===== config.mk =====
export PLATFORM = sky130hd
export DESIGN_NAME = clear_counter
export DESIGN_NICKNAME = d
export VERILOG_FILES = /design/src/verilog/riscv_pkg.sv /design/src/verilog/clear_counter.sv
export SDC_FILE = /design/constraint.sdc
export NUM_CORES = 1
export LEC_CHECK = 0
export BUFFER_PORTS_ARGS = -buffer_cell sky130_fd_sc_hd__buf_2
export CAP_MARGIN = 20
export CORE_AREA = 2 2 39 41
export DETAILED_ROUTE_END_ITERATION = 12
export DIE_AREA = 0 0 41 43
export SLEW_MARGIN = 20
export SYNTH_ARGS = -nofsm -noshare
export SYNTH_HDL_FRONTEND = slang
export SYNTH_SLANG_ARGS = --single-unit

===== constraint.sdc =====
create_clock -name clk -period 1.3 [get_ports clk]
set_input_delay 0.13 -clock clk [delete_from_list [all_inputs] [get_ports clk]]
set_output_delay 0.13 -clock clk [all_outputs]
set_load 0.01 [all_outputs]

===== src/verilog/riscv_pkg.sv =====
// Shared word type, data-side operation codes and local memory size; import with riscv::*
package riscv;

    // Machine word used on every memory data path
    typedef logic [31:0] word_t;

    // Data-side operation presented once per cycle
    typedef enum logic [3:0] {
        LOAD_STORE_NONE    = 4'h0, // Idle slot
        LOAD_WORD          = 4'h1,
        LOAD_HALF          = 4'h2, // Sign-extended
        LOAD_BYTE          = 4'h3, // Sign-extended
        LOAD_HALF_UNSIGNED = 4'h4,
        LOAD_BYTE_UNSIGNED = 4'h5,
        STORE_WORD         = 4'h6,
        STORE_HALF         = 4'h7,
        STORE_BYTE         = 4'h8
    } mem_op_t;

    // Word address bits of the local RAM
    localparam int MEM_ADDR_WIDTH = 10;

    // Words in the local RAM
    localparam int MEM_DEPTH = 1 << MEM_ADDR_WIDTH;

endpackage


===== src/verilog/clear_counter.sv =====
// Word address counter that sweeps the RAM once per clear and flags the final word
`timescale 1ns/1ps

module clear_counter import riscv::*; (
    input  logic                      clk,
    input  logic                      rst,
    input  logic                      clear_en,
    output logic [MEM_ADDR_WIDTH-1:0] clear_addr,
    output logic                      last
);

    localparam logic [MEM_ADDR_WIDTH-1:0] LAST_ADDR = MEM_ADDR_WIDTH'(MEM_DEPTH - 1);

    always_ff @(posedge clk) begin
        if (rst) begin
            clear_addr <= '0;
        end else if (clear_en) begin
            clear_addr <= clear_addr + 1'b1; // Wraps to zero after the last word
        end
    end

    assign last = clear_addr == LAST_ADDR;

endmodule


Yosys cells after proc, flatten, opt, wreduce, memory -nomap -nowiden:

Cells that the tools add are included.

* register bits after elaboration: 10
* input bits: 3
* output and inout port bits: 11
* word-level logic and storage cells: 3

* $add $sub $neg: 1
* eq/ne operators: 1

Operators by type and width (count)
* adder 10 x 1 -> 10 bit (second input constant): 1
* == test 10 bit (second input constant): 1

Longest topological paths before layout:

* depth in word-level cells: 1
* depth in mapped cells: 4
* depth with buffers taken out: 4

Worst setup path before layout:

Ideal clock, no wire load.

* kind: reg-to-reg
* start: register clear_addr[0]
* end: register clear_addr[8]
* library setup time: 71 ps
* data arrival time: 1260 ps
* required time: 1229 ps
* setup slack: -30 ps
* stages on the path, launching flop included: 5
* path buffers: 0
* clock period less this slack: 1330 ps
* path through: dfxtp_1 ha_1 nand2_1 or4_1 a21oi_1

* cells in the longest elaborated chain, start to end: 1

RTL lines
* start, declared: line clear_counter.sv:8 `output logic [MEM_ADDR_WIDTH-1:0] clear_addr,`
* start signal, assigned: line clear_counter.sv:18 `clear_addr <= clear_addr + 1'b1;`
* adder 10 x 1 -> 10 bit: line clear_counter.sv:18

No other way between the ends.
A chain may end at the register's enable or synchronous reset.

Final worst setup path:

* start: register clear_addr[1]
* end: output last

* cells in the longest elaborated chain, start to end: 1

RTL lines
* == test 10 bit: line clear_counter.sv:22 `assign last = clear_addr == LAST_ADDR;`
* end, declared: line clear_counter.sv:9 `output logic last`

No other way between the ends.

==> summary.txt <==
Synth
  – Sequential element share of the synthesized area: between 40% and 50%
  – Cell variety after synth: 20
  – Average footprint of a synthesized cell: between 9 and 10 um^2
  – Mapped cell area: ~440 um^2
  – Synthesis-stage register bit count: 10
  – Number of nets in the synthesized netlist: 53
  – Gate count of the mapped netlist: slightly below 50
  – Warning count from the yosys run: 0

Clock network
  – Number of buffers created by CTS: 3
  – Number of H-tree branching levels: 1
  – Clock tree root driver cell: sky130_fd_sc_hd__clkbuf_4
  – TritonCTS clock tree: yes
  – Total of hold buffers inserted after clock tree synthesis: 0
  – Clock latency at the later pin of the worst-skew pair: roughly 0.27 ns
  – Clock-pin slew of the registers on the worst-case setup and hold paths: ~0.07 ns
  – Deepest clock path buffer count: 2
  – Clock tree sinks: 10

Finish
  – Diodes inserted: 0
  – Total number of nets in the final design: 81
  – Final instance area: ~700 um^2
  – Most used cells in the layout excluding fill and tap cells: 13 x sky130_fd_sc_hd__buf_2, 9 x sky130_fd_sc_hd__buf_4, 5 x sky130_fd_sc_hd__nor2_1, 5 x sky130_fd_sc_hd__dfxtp_2
  – Flip-flop and latch area: 214 um^2
  – Fillers: approximately 140
  – Final std cells w/o fill: between 90 and 100
  – Max reg flops: 10
  – Area delta synth->final: 60.6%
  – Leading cell type in the layout, fill and taps excluded: sky130_fd_sc_hd__buf_2
  – Top Registers: clear_addr x10
  – Area occupied by multi-input gates: between 200 and 300 um^2
  – Register with the highest flop count: clear_addr
  – Core Util, Final: approximately 51%
  – Layout cell share with drive strength beyond 1: around three fifths

Placement
  – Count of buffers from port buffering: 13
  – Routability cong.: a little over 0.7
  – Dpl hpwl: about 770 um
  – Placed instance count: 82
  – Placed Instance Area: 568 um^2

Pwr
  – LEAKAGE: 0.293 nW
  – Worst IR Drop VDD: between 0.4 and 0.5 mV
  – Cell area power density: 867 nW/um^2
  – Overall power: a little over 0.6 mW

Route
  – 1st-pass router iterations: 3
  – Total vias in the final route: between 400 and 500
  – Wire length per cell after detailed routing: 12.6 um
  – Number of nets still failing antenna checks after routing: 0
  – Routed WL: ~1100 um
  – DRC errors left: 0
  – Via count normalized by instance count: 5.22
  – Iter 0 DRT Violations: 4

Global routing
  – Antenna violations before repair: 0
  – Vias in the first global route: approximately 460
  – Maximum number of pins on one net before global-route repair: 11
  – Wire length of the first global-routing pass: around 1900 um
  – Remaining global-route overflow: 0
  – Overall Global Routing Usage: between 10% and 20%

Timing
  – Setup repair after global routing missed its margin: true
  – Least-Margin Pin Slew: 0.258 ns
  – Time the worst path needs with I/O delays and setup: 1.29 ns
  – Post-Route Setup TNS: 0 ns
  – Slew Viols, Final: 0
  – Achievable clock frequency: just under 800 MHz
  – Portion of the clock cycle consumed by the worst path in the final layout: between 90% and 100%
  – Number of hold-slack violations in the final timing report: 0
  – Setup clock skew after layout: roughly 0.0084 ns
  – Max-slew headroom at the worst pin: approximately 83%
  – Total of endpoints with negative setup slack in the final report: 0

Setup path
  – Highest net fanout along the worst path: 2
  – Setup CP Type: reg2out
  – Required time of the critical path: ~1.2 ns
  – Critical path launch point type: register
  – List of cells traversed by the critical path: ha_4, buf_6, nand3_2, nor3_2, buf_2
  – Slowest cell on the critical path: sky130_fd_sc_hd__dfxtp_4
  – Nature of the critical path endpoint: output port
  – Worst-case reg-to-reg path depth: 4
  – Delay of the slowest critical-path stage: 0.37 ns
  – Data arrival time at the worst-slack endpoint: roughly 1.2 ns

Floorplanning
  – Initial core utilization: about a third
  – Height of the chip: 43 um
  – Number of rows created at floorplan: 14
  – Ports: 14
  – Overall die area: between 1500 and 2000 um^2
  – Horizontal die dimension: about 40 um
  – Core Region: ~1400 um^2

Status
  – Status: finished clean

Hold path
  – Path category of the worst min-delay check: in2reg
  – Worst hold path cell count: 2

Run
  – Count of max-cap constraint violations: 0
==> worst max-delay path, delay by kind of cell, from the launching register on <==
| kind | cells | cell delay, ns |
|---|---|---|
| and+or+nand+nor | 2 | 0.16 |
| adders and majority gates | 1 | 0.13 |
| buffers and inverters | 2 | 0.23 |
| DFF | 1 | 0.37 |
==> logic make-up (layout without fill, tap and decap cells) <==
| family | after synthesis | in the layout | share of synthesized area (%) |
|---|---|---|---|
| mux | 1 | 1 | 2.27 |
| xor+xnor | 4 | 4 | 7.93 |
| fa+ha+maj | 1 | 1 | 2.83 |
| simple gates | 20 | 20 | 25.8 |
| flops | 10 | 10 | 45.3 |
| buf+inv | 3 | 29 | 2.83 |
| compound gates | 10 | 10 | 13.0 |
==> metal layers <==
metal  part of all wire (%)  up-vias  track usage (%)
met5                      0        -                0
met4                   0.87        0             11.3
met3                    6.9        2             8.38
met2                     49       12             23.8
met1                     43      222             18.0
li1                       -      239                -
==> final timing paths <==
check / start / end / slack (ns)
setup / recovery: clear_addr[1] / last / 0.01
hold reg to reg: clear_addr[6] / clear_addr[6] / 0.51
hold / removal: rst / clear_addr[9] / 0.16
setup reg to reg: clear_addr[1] / clear_addr[9] / 0.05
==> power by group <==
| part | switching [mW] | leakage [nW] | internal, mW |
|---|---|---|---|
| Sequential | 0.00868 | 0.0848 | 0.314 |
| Combinational | 0.0368 | 0.194 | 0.0425 |
| Clock | 0.106 | 0.0138 | 0.107 |
==> per-stage QoR <==
stage                     hold WS, ns  setup WS [ns]
after floorplan                 0.437         0.0234
after global placement          0.444         0.0340
after detailed placement        0.449         0.0410
after CTS                       0.163        -0.0400
after global routing            0.169        -0.0817
final                           0.156         0.0106
==> cell usage after synthesis (all sizes together) <==
master,instances,share of area (%)
nand4,3,5.7
xnor2,1,2.0
nand2,1,0.85
inv,1,0.85
mux2i,1,2.3
or4,3,5.1
o21ai,2,2.3
a21oi,5,5.7
nand3,5,5.7
o31ai,3,5.1
xor2,3,6.0
clkbuf,2,2.0
nor3,1,1.1
ha,1,2.8
or3,2,3.1
dfxtp,10,45
nor2,5,4.2
==> cell type report <==
class                      instances  area share (%)
tap                               16            2.82
inverter                           1           0.529
timing repair buffer              25            23.5
sequential                        10            30.2
clock buffer                       3            3.17
multi-input combinational         36            39.9
==> what timing repair did <==
item                                    in CTS  in global routing
pin swaps                                    2                  4
gates cloned                                 0                  0
gates resized for setup                      5                 14
buffers inserted                             5                  1
endpoints found under the setup margin       1                  6
(Power assumes the default switching activity.)
